===== config.mk =====
export PLATFORM = sky130hd
export DESIGN_NAME = gpio_lite
export DESIGN_NICKNAME = d
export VERILOG_FILES = /design/src/verilog/gpio_pkg.sv /design/src/verilog/gpio_apb_slave.sv /design/src/verilog/gpio_lite.sv /design/src/verilog/gpio_lite_subunit.sv
export SDC_FILE = /design/constraint.sdc
export NUM_CORES = 1
export LEC_CHECK = 0
export ABC_CLOCK_PERIOD_IN_PS = 1900
export BUFFER_PORTS_ARGS = -buffer_cell sky130_fd_sc_hd__clkbuf_2
export CAP_MARGIN = 20
export CORE_AREA = 5 5 101 103
export DETAILED_ROUTE_END_ITERATION = 12
export DIE_AREA = 0 0 106 108
export GPL_TIMING_DRIVEN = 1
export PLACE_DENSITY = 0.83
export SLEW_MARGIN = 20
export SYNTH_ARGS = -nofsm -noshare
export SYNTH_HDL_FRONTEND = slang
export SYNTH_SLANG_ARGS = --single-unit

===== constraint.sdc =====
create_clock -name pclk25 -period 1.9 [get_ports pclk25]
set_clock_uncertainty 0.15 [all_clocks]
set_input_delay 0.38 -clock pclk25 [delete_from_list [all_inputs] [get_ports pclk25]]
set_output_delay 0.38 -clock pclk25 [all_outputs]
set_load 0.01 [all_outputs]

===== src/verilog/gpio_pkg.sv =====
//----------------------------
// gpio lite package
// register map, reset values, widths and
// the request and pad structs
//----------------------------
`default_nettype none

package gpio_pkg;

  //----------------------------
  // widths
  //----------------------------
  localparam int gpio_width = 16;  // pins in the block
  localparam int addr_width = 6;   // apb offset bits

  //----------------------------
  // register offsets
  //----------------------------
  // byte offsets on the apb side
  localparam logic [addr_width-1:0] gpr_direction_mode = 6'h04;  // 1 = input, 0 = output
  localparam logic [addr_width-1:0] gpr_output_enable  = 6'h08;  // per pin driver enable
  localparam logic [addr_width-1:0] gpr_output_value   = 6'h0C;  // value driven on pin_out
  localparam logic [addr_width-1:0] gpr_input_value    = 6'h10;  // sampled pins, read only
  localparam logic [addr_width-1:0] gpr_int_status     = 6'h20;  // rising edge flags, read only

  //----------------------------
  // reset values
  //----------------------------
  // all pins come up as outputs with drivers off
  localparam logic [gpio_width-1:0] gprv_direction_mode = '0;
  localparam logic [gpio_width-1:0] gprv_output_enable  = '0;  // drivers off
  localparam logic [gpio_width-1:0] gprv_output_value   = '0;
  localparam logic [gpio_width-1:0] gprv_int_status     = '0;  // no pending edges

  //----------------------------
  // structs
  //----------------------------

  // one cycle strobes from the bus side to the pin unit
  typedef struct packed {
    logic                  read;   // setup cycle of a read
    logic                  write;  // access cycle of a write
    logic [addr_width-1:0] addr;   // register offset
    logic [gpio_width-1:0] wdata;  // write data
  } gpio_reg_req_t;

  // pad side nets, kept apart from any bidir cell
  typedef struct packed {
    logic [gpio_width-1:0] pin_out;   // output value per pin
    logic [gpio_width-1:0] pin_oe_n;  // low drives the pin
  } gpio_pad_t;

endpackage

`default_nettype wire

===== src/verilog/gpio_apb_slave.sv =====
//----------------------------
// gpio apb slave
// turns apb phases into read and write
// strobes, routes prdata, flags pslverr
//----------------------------
`default_nettype none

module gpio_apb_slave (
  input  wire logic                                pclk25,
  input  wire logic                                n_reset25,
  input  wire logic                                psel,
  input  wire logic                                penable,
  input  wire logic                                pwrite,
  input  wire logic [gpio_pkg::addr_width-1:0]     paddr,
  input  wire logic [gpio_pkg::gpio_width-1:0]     pwdata,
  input  wire logic [gpio_pkg::gpio_width-1:0]     rdata,    // from pin unit
  output gpio_pkg::gpio_reg_req_t                  reg_req,
  output logic      [gpio_pkg::gpio_width-1:0]     prdata,
  output logic                                     pslverr
);

  logic setup_phase;   // psel high, penable low
  logic access_phase;  // psel and penable high
  logic addr_mapped;   // paddr hits one of the five registers
  logic addr_ro;       // input value or int status
  logic err_next;      // error decided in setup
  logic err_q;         // held into the access cycle

  assign setup_phase  = psel & ~penable;
  assign access_phase = psel & penable;

  //----------------------------
  // strobes
  //----------------------------
  // read goes early so the pin unit can register rdata
  // before the master samples prdata
  assign reg_req.read  = setup_phase & ~pwrite;
  assign reg_req.write = access_phase & pwrite;  // update at end of access
  assign reg_req.addr  = paddr;
  assign reg_req.wdata = pwdata;

  //----------------------------
  // address check
  //----------------------------
  always_comb
  begin
    addr_mapped = 1'b0;
    addr_ro     = 1'b0;
    case (paddr)
      gpio_pkg::gpr_direction_mode,
      gpio_pkg::gpr_output_enable,
      gpio_pkg::gpr_output_value:
        addr_mapped = 1'b1;
      gpio_pkg::gpr_input_value,
      gpio_pkg::gpr_int_status:
      begin
        addr_mapped = 1'b1;
        addr_ro     = 1'b1;  // writes here are errors
      end
      default:
        addr_mapped = 1'b0;  // hole in the map
    endcase
  end

  assign err_next = ~addr_mapped | (pwrite & addr_ro);

  // sample the error in setup, drop it otherwise
  always_ff @(posedge pclk25 or negedge n_reset25)
  begin
    if (!n_reset25)
      err_q <= 1'b0;
    else if (setup_phase)
      err_q <= err_next;
    else
      err_q <= 1'b0;
  end

  assign pslverr = err_q & access_phase;  // visible in access only

  //----------------------------
  // read data
  //----------------------------
  assign prdata = (access_phase & ~pwrite) ? rdata : '0;

  // master side protocol
  a_penable_needs_psel : assert property (
    @(posedge pclk25) disable iff (!n_reset25)
    $rose(penable) |-> psel
  );

  // address held over both phases of a transfer
  a_paddr_stable : assert property (
    @(posedge pclk25) disable iff (!n_reset25)
    setup_phase |=> $stable(paddr)
  );

endmodule

`default_nettype wire


===== src/verilog/gpio_lite.sv =====
//----------------------------
// gpio lite top
// apb slave in front of the 16 pin unit
//----------------------------
`default_nettype none

module gpio_lite (
  input  wire logic                             pclk25,
  input  wire logic                             n_reset25,   // async, active low
  // apb, no pready
  input  wire logic                             psel,
  input  wire logic                             penable,
  input  wire logic                             pwrite,
  input  wire logic [gpio_pkg::addr_width-1:0]  paddr,
  input  wire logic [gpio_pkg::gpio_width-1:0]  pwdata,
  output logic      [gpio_pkg::gpio_width-1:0]  prdata,
  output logic                                  pslverr,
  // pins
  input  wire logic [gpio_pkg::gpio_width-1:0]  pin_in,
  input  wire logic [gpio_pkg::gpio_width-1:0]  tri_state_enable,
  output gpio_pkg::gpio_pad_t                   pad,
  output logic      [gpio_pkg::gpio_width-1:0]  interrupt
);

  //----------------------------
  // internal nets
  //----------------------------
  gpio_pkg::gpio_reg_req_t          reg_req;  // strobes, addr, wdata
  logic [gpio_pkg::gpio_width-1:0]  rdata;    // registered read data

  // bus side
  gpio_apb_slave apb0 (
    .pclk25    (pclk25),
    .n_reset25 (n_reset25),
    .psel      (psel),
    .penable   (penable),
    .pwrite    (pwrite),
    .paddr     (paddr),
    .pwdata    (pwdata),
    .rdata     (rdata),
    .reg_req   (reg_req),
    .prdata    (prdata),
    .pslverr   (pslverr)
  );

  // pin side
  gpio_lite_subunit unit0 (
    .pclk25           (pclk25),
    .n_reset25        (n_reset25),
    .reg_req          (reg_req),
    .pin_in           (pin_in),
    .tri_state_enable (tri_state_enable),
    .rdata            (rdata),
    .pad              (pad),
    .interrupt        (interrupt)
  );

endmodule

`default_nettype wire


===== src/verilog/gpio_lite_subunit.sv =====
//----------------------------
// gpio pin unit
// register file, input synchroniser,
// rising edge interrupt and pad drive
//----------------------------
`default_nettype none

module gpio_lite_subunit (
  input  wire logic                             pclk25,
  input  wire logic                             n_reset25,
  input  gpio_pkg::gpio_reg_req_t               reg_req,           // strobes from apb slave
  input  wire logic [gpio_pkg::gpio_width-1:0]  pin_in,            // raw pins, async
  input  wire logic [gpio_pkg::gpio_width-1:0]  tri_state_enable,  // test, forces drivers off
  output logic      [gpio_pkg::gpio_width-1:0]  rdata,
  output gpio_pkg::gpio_pad_t                   pad,
  output logic      [gpio_pkg::gpio_width-1:0]  interrupt
);

  //----------------------------
  // registers
  //----------------------------
  logic [gpio_pkg::gpio_width-1:0] direction_mode;  // 1 = input, 0 = output
  logic [gpio_pkg::gpio_width-1:0] output_enable;   // 1 = driver on
  logic [gpio_pkg::gpio_width-1:0] output_value;    // driven level
  logic [gpio_pkg::gpio_width-1:0] input_value;     // third sample stage
  logic [gpio_pkg::gpio_width-1:0] int_status;      // sticky edge flags

  // synchroniser stages
  logic [gpio_pkg::gpio_width-1:0] sync_one;  // first flop, sees the pin
  logic [gpio_pkg::gpio_width-1:0] sync_two;  // second flop, safe to use

  // edge detect
  logic [gpio_pkg::gpio_width-1:0] int_event;    // rising edge seen this cycle
  logic [gpio_pkg::gpio_width-1:0] int_trigger;  // edge on an input pin
  logic                            status_clear; // status read in progress

  // address decodes
  logic ad_direction_mode;
  logic ad_output_enable;
  logic ad_output_value;
  logic ad_int_status;

  assign ad_direction_mode = (reg_req.addr == gpio_pkg::gpr_direction_mode);
  assign ad_output_enable  = (reg_req.addr == gpio_pkg::gpr_output_enable);
  assign ad_output_value   = (reg_req.addr == gpio_pkg::gpr_output_value);
  assign ad_int_status     = (reg_req.addr == gpio_pkg::gpr_int_status);

  //----------------------------
  // control registers
  //----------------------------
  // written at the end of the access cycle
  always_ff @(posedge pclk25 or negedge n_reset25)
  begin
    if (!n_reset25)
    begin
      direction_mode <= gpio_pkg::gprv_direction_mode;
      output_enable  <= gpio_pkg::gprv_output_enable;
      output_value   <= gpio_pkg::gprv_output_value;
    end
    else if (reg_req.write)
    begin
      if (ad_direction_mode)
        direction_mode <= reg_req.wdata;
      if (ad_output_enable)
        output_enable <= reg_req.wdata;
      if (ad_output_value)
        output_value <= reg_req.wdata;
      // read only offsets and holes fall through, slave flags them
    end
  end

  //----------------------------
  // input synchroniser
  //----------------------------
  // pin_in -> sync_one -> sync_two -> input_value
  // three edges from pin to register
  always_ff @(posedge pclk25 or negedge n_reset25)
  begin
    if (!n_reset25)
    begin
      sync_one    <= '0;
      sync_two    <= '0;
      input_value <= '0;
    end
    else
    begin
      sync_one    <= pin_in;
      sync_two    <= sync_one;
      input_value <= sync_two;  // also the previous sample for edge detect
    end
  end

  //----------------------------
  // edge interrupt
  //----------------------------
  // new value high and last sample low
  assign int_event   = sync_two & ~input_value;
  assign int_trigger = int_event & direction_mode;  // outputs never interrupt

  // cleared by a status read in its setup cycle
  assign status_clear = reg_req.read & ad_int_status;

  always_ff @(posedge pclk25 or negedge n_reset25)
  begin
    if (!n_reset25)
      int_status <= gpio_pkg::gprv_int_status;
    else if (status_clear)
      int_status <= int_trigger;  // edge in the same cycle survives
    else
      int_status <= int_status | int_trigger;
  end

  assign interrupt = int_status;  // one line per pin

  //----------------------------
  // read data
  //----------------------------
  // latched on the read strobe, zero otherwise
  always_ff @(posedge pclk25 or negedge n_reset25)
  begin
    if (!n_reset25)
      rdata <= '0;
    else if (reg_req.read)
    begin
      case (reg_req.addr)
        gpio_pkg::gpr_direction_mode:
          rdata <= direction_mode;
        gpio_pkg::gpr_output_enable:
          rdata <= output_enable;
        gpio_pkg::gpr_output_value:
          rdata <= output_value;
        gpio_pkg::gpr_int_status:
          rdata <= int_status;   // value before the clear
        default:
          rdata <= input_value;  // input value and unmapped offsets
      endcase
    end
    else
      rdata <= '0;
  end

  //----------------------------
  // pad drive
  //----------------------------
  // drive only when enabled, set as output and not in test
  assign pad.pin_out  = output_value;
  assign pad.pin_oe_n = ~(output_enable & ~direction_mode) | tri_state_enable;

  // strobes come from the apb slave, one per transfer
  a_strobes_exclusive : assert property (
    @(posedge pclk25) disable iff (!n_reset25)
    !(reg_req.read && reg_req.write)
  );

endmodule

`default_nettype wire


==> flow_summary.yaml, run 1 <==
final_layout:
  design_area_um2: 7368
  area_growth_pct: 43.32
  nFillCells: 464
  finalNonFillerCells: 712
  nNetsFinal: 646
  register_area_um2: 3228
  utilization_pct: 80.89
  drive_above_1_share_pct: 50.83
  multi_input_area_um2: 1774
synthesis:
  synthDistinctLibCells: 33
  synthTopCellsByArea: "dfrtp_1 (63%), mux2_2 (9.6%), mux2_4 (5.8%)"
  ys_seq_elements: 129
  avgSynthCellArea_um2: 14.09
  synth_seq_area_share_pct: 62.79
  synth_nets: 424
  synth_top_area_share_pct: 62.79
  synth.largest_area_cell: "dfrtp_1"
  syn_area_um2: 5141
  synthCells: 365
  yosysWarnings: 0
detailed_routing:
  drt-pass1-iter-count: 5
  remaining_drc_errors: 0
  avgRoutedWirePerCell_um: 24.22
  via_per_inst: 6.039
  drt_wl_total_um: 17250
  dr.first_iter.drc_count: 362
  vias: 4300
  ant_nets: 0
global_route:
  antenna_found_initial: 0
  grt_max_degree: 55
  grt_overflow: 0
  grt_pass1_vias: 4571
  grt_usage_pct: 29.34
  grt_pass1_wl_um: 25050
clock_tree:
  clkSlewWorstSetupHoldPaths_ps: 70
  clk_latency_ps: 520
  clock-sinks: 129
  root_buffer: "clkbuf_8"
  cts_tree: "done"
  cts_buffer_depth: 2
  cts_buffers: 17
  h-tree-depth: 4
sta:
  fin_crit_ps: 2002
  worst-slew-pin-transition_ps: 502.0
  post-route-period-util_pct: 105.4
  setup_slack_ps: -102.4
  grt_setup_unrepaired: "yes"
  slew_headroom_pct: 66.53
  setup_viol: 16
  maxClockFrequency_ghz: 0.4994
  finalHoldViolCount: 0
  drv_slew: 0
worst_setup_path:
  setup.worst_path.class: "reg -> out"
  r2r-start: "unit0.direction_mode[12]"
  cp.required_ps: 1370
  arrival_ps: 1470
  start_kind: "flip-flop"
  regToRegSetupSlack_ps: 200
  crit_start: "unit0.output_enable[8]"
  cp-end-kind: "primary output"
  path_max_fanout: 2
power_and_ir_drop:
  power_density_nw_per_um2: 940.1
  irDropWorstVdd_mv: 0.7907
  p_leak_nw: 3.717
run:
  drv_cap: 0
floorplan:
  start_util_pct: 56.44
  num_rows: 35
  die_area_um2: 11450
  dieWidth_um: 106
  fp.dieH_um: 108
  boundaryPins: 124
  core_area_um2: 9109
placement:
  io_buffers: 123
  placed_area_um2: 6058
  dp_hpwl_um: 8749
  dpl.cell_count: 606
  place_congestion: 0.8167
worst_hold_path:
  worstHoldStart: "penable"
  hold_path.class: "in -> reg"
status:
  violations: "negative setup slack"
  outcome: "finished with violations"
-- metal layers --
metal,vias to the layer above,share of wire (%),track usage [%]
met5,-,0,0
met3,86,9.7,9.015
li1,1759,-,-
met4,0,4.8,14.06
met1,2103,35,33.80
met2,352,51,50.32
-- synthesized netlist by cell type, drive strengths merged --
master and n:
xor2 1, a31oi 16, or3 1, inv 14, a21oi 1, dfrtp 129
o2bb2ai 2, o31ai 1, buf 13, nor4 1, or3b 16, and2 18
clkbuf 6, nor2 5, o21ai 17, nand2b 1, nor3 1, and3b 1
nand3b 1, a32o 14, nand3 2, and3 4, mux2 64, a22oi 16
nand2 20
-- power by group --
group          switching, mW  total [mW]  leakage [nW]  internal [mW]
Sequential             0.169        3.11          1.65           2.94
Combinational          0.379       0.779          1.80          0.400
Clock                   1.29        3.04         0.265           1.74
Total                   1.84        6.93          3.72           5.09
-- worst max-delay path, cell delays in order, from the launching register on --
cell,delay (ps)
dfrtp_1,400
or3b_4,420
buf_6,130
-- sequential cells by signal, indices dropped and copies added (netlist names) --
register	count
unit0.direction_mode	16
unit0.input_value	16
unit0.interrupt	16
unit0.output_enable	16
unit0.output_value	16
unit0.rdata	16
unit0.sync_one	16
unit0.sync_two	16
apb0.err_q	1
-- logic make-up (layout without fill, tap and decap cells) --
family | Yosys count | in the layout | share of synthesized area, %
compound gates | 67 | 67 | 9.248
xor+xnor | 1 | 1 | 0.1704
buf+inv | 33 | 268 | 3.650
flops | 129 | 129 | 62.79
mux | 64 | 64 | 15.48
other cells | 0 | 1 | 0
simple gates | 71 | 71 | 8.664
-- through the flow --
stage / total power, mW / setup slack [ps] / hold slack [ps] / setup TNS (ps)
final: 6.927 / -102.4 / 30.63 / -875.2
after global placement: 3.691 / -24.19 / 181.7 / -212.0
after floorplan: 3.359 / 2.859 / -65.59 / 0
after detailed placement: 3.731 / -63.05 / 184.7 / -1270
after CTS: 6.790 / -80.04 / 7.850 / -885.4
after global routing: 7.133 / -122.2 / 16.83 / -1417
-- area by class of cell --
class | instances | area share, %
Inverter | 14 | 0.7132
Sequential cell | 129 | 43.81
Multi-Input combinational cell | 203 | 24.08
Clock inverter | 15 | 1.817
Timing Repair Buffer | 222 | 22.04
Clock buffer | 17 | 5.621
Antenna cell | 1 | 0.03396
Tap cell | 111 | 1.885
-- final timing paths --
| path | to | cells past startpoint |
|---|---|---|
| setup / recovery | pad[8] | 2 |
| hold / removal | apb0.err_q | 3 |
| setup reg to reg | unit0.rdata[12] | 5 |
| hold reg to reg | unit0.sync_two[7] | 0 |
| max in group asynchronous | unit0.sync_one[5] | 3 |
| min in group asynchronous | unit0.sync_two[15] | 2 |
-- cell usage in the layout (no fill, tap or decap), drive strengths merged, types with 2 or more instances in the layout --
cell type,Yosys,routed
dfrtp,129,129
clkbuf,6,126
buf,13,80
mux2,64,64
dlygate4sd3,0,33
nand2,20,20
and2,18,18
inv,14,18
o21ai,17,17
or3b,16,16
a22oi,16,16
a31oi,16,16
a32o,14,14
clkinv,0,7
nor2,5,5
and3,4,4
clkinvlp,0,3
o2bb2ai,2,2
nand3,2,2
-- what timing repair did --
item / 4_1_cts / 5_1_grt
hold endpoints to repair: 104 / 0
gates resized for setup: 18 / 24
buffers inserted: 23 / 17
hold buffers: 33 / 0
endpoints found under the setup margin: 16 / 16
pin swaps: 15 / 0
(Power assumes the default switching activity.)
==> run 2, diff against run 1 <==
Settings changed: ABC_CLOCK_PERIOD_IN_PS 1900 to 2400.
Clock period 1.9 ns to 2.4 ns, I/O delays scaled along.
==> flow_summary.yaml, run 2 (synthesis results as in run 1) <==
status:
  outcome: "completed"
clock_tree:
  cts_buffers: 17
  clock-sinks: 129
  clk_latency_ps: 510
  clkSlewWorstSetupHoldPaths_ps: 60
  cts_buffer_depth: 2
  cts_tree: "done"
  root_buffer: "clkbuf_8"
  h-tree-depth: 4
global_route:
  antenna_found_initial: 0
  grt_max_degree: 42
  busiest_layer: "met2"
  grt_pass1_vias: 3806
  grt_usage_pct: 23.12
  grt_pass1_wl_um: 20170
  grt_use_met3_pct: 6.090
  gr-usage-met1_pct: 28.88
  grt_overflow: 0
  met2_usage_pct: 38.93
worst_setup_path:
  regToRegSetupSlack_ps: 1080
  cp.required_ps: 1770
  reg2reg_to: "unit0.rdata[14]"
  cp-end-kind: "primary output"
  worst-r2r-cell-count: 3
  path_max_fanout: 4
  arrival_ps: 1580
  r2r-start: "unit0.direction_mode[14]"
  start_kind: "flip-flop"
  setup.worst_path.class: "reg -> out"
detailed_routing:
  ant_nets: 0
  drt-pass1-iter-count: 5
  dr.first_iter.drc_count: 212
  avgRoutedWirePerCell_um: 19.45
  remaining_drc_errors: 0
  vias: 3638
  via_per_inst: 5.649
  drt_wl_total_um: 12530
sta:
  maxClockFrequency_ghz: 0.4522
  setup-tns-final_ps: 0
  finalHoldViolCount: 0
  worst-slew-pin-transition_ps: 536.2
  post-route-period-util_pct: 92.13
  setup_viol: 0
  grt_setup_unrepaired: "no"
  fin_crit_ps: 2211
  drv_slew: 0
  slew_headroom_pct: 64.25
final_layout:
  finalNonFillerCells: 644
  final_cell_mix: "dfrtp_1 (129), clkbuf_2 (122), mux2_2 (44)"
  nNetsFinal: 580
  final_common_cell: "dfrtp_1"
  antenna_cells: 0
  drive_above_1_share_pct: 47.65
  utilization_pct: 72.87
  area_growth_pct: 29.11
floorplan:
  core_area_um2: 9109
  die_area_um2: 11450
  fp.dieH_um: 108
  boundaryPins: 124
  dieWidth_um: 106
  start_util_pct: 56.44
  num_rows: 35
power_and_ir_drop:
  p_total_mw: 5.367
  power_density_nw_per_um2: 808.5
  pwr-share-clk_pct: 45.7
  power.internal_mw: 4.053
  p_leak_nw: 3.291
  p_sw_mw: 1.313
  seqPwrFrac_pct: 45.6
  irDropWorstVdd_mv: 0.5254
  combPwrFrac_pct: 8.7
  swShare_pct: 24.47
placement:
  dpl.cell_count: 596
  io_buffers: 123
  place_congestion: 0.8883
  dp_hpwl_um: 8324
worst_hold_path:
  worstHoldStart: "pwdata[7]"
  min_path_cells: 2
  hold_end: "unit0.output_value[7]"
  hold_path.class: "in -> reg"
run:
  drv_cap: 0
-- run 2: layout make-up --
| class | count | area [µm²] |
|---|---|---|
| sequential | 129 | 3228 |
| fill | 616 | 2471 |
| multi-input combinational | 203 | 1725 |
| timing repair buffer | 156 | 920.9 |
| clock buffer | 17 | 414.1 |
| clock inverter | 14 | 157.7 |
| tap | 111 | 138.9 |
| inverter | 14 | 52.55 |
-- run 2: metrics by stage --
step	hold slack (ps)	worst slack, ps	cell area [µm²]
floorplan	34.41	372.4	5141
global placement	183.2	253.2	5896
detailed placement	184.7	169.0	5896
CTS	63.53	193.8	6638
global route	68.16	144.3	6638
finish	84.60	188.8	6638
-- run 2: worst max-delay path by stage --
stage	depth (start not counted)	endpoint	startpoint	slack [ps]
6_report	2	pad[9]	unit0.direction_mode[9]	190
5_1_grt	2	pad[9]	unit0.direction_mode[9]	140
3_3_place_gp	5	unit0.output_enable[15]	paddr[1]	250
4_1_cts	2	pad[12]	unit0.direction_mode[12]	190
3_5_place_dp	5	unit0.output_value[12]	paddr[1]	170
2_1_floorplan	7	unit0.output_enable[10]	paddr[1]	370
-- run 2: metal layers --
layer / vias to the layer above / share of wire (%)
li1: 1632 / -
met1: 1811 / 40
met2: 171 / 52
met3: 24 / 6.7
met4: 0 / 2.0
met5: - / 0
-- run 2: timing repair --
| action | 4_1_cts | 5_1_grt |
|---|---|---|
| endpoints found under the setup margin | 0 | 0 |
| hold buffers | 17 | 0 |
| setup buffers | 0 | 0 |
| endpoints found under the hold margin | 53 | 0 |
| gates resized for setup | 0 | 0 |
-- run 2: power groups by stage --
stage	combinational (mW)	sequential, mW	clock (mW)
4_1_cts	0.476	2.44	2.49
6_report	0.467	2.45	2.45
3_3_place_gp	0.435	2.47	0
5_1_grt	0.513	2.47	2.60
3_5_place_dp	0.450	2.48	0
2_1_floorplan	0.170	2.49	0
-- run 2: worst max-delay path, cell delays in order, from the launching register on --
cell and delay, ps:
dfrtp_1 430, or3b_2 490, clkbuf_2 150
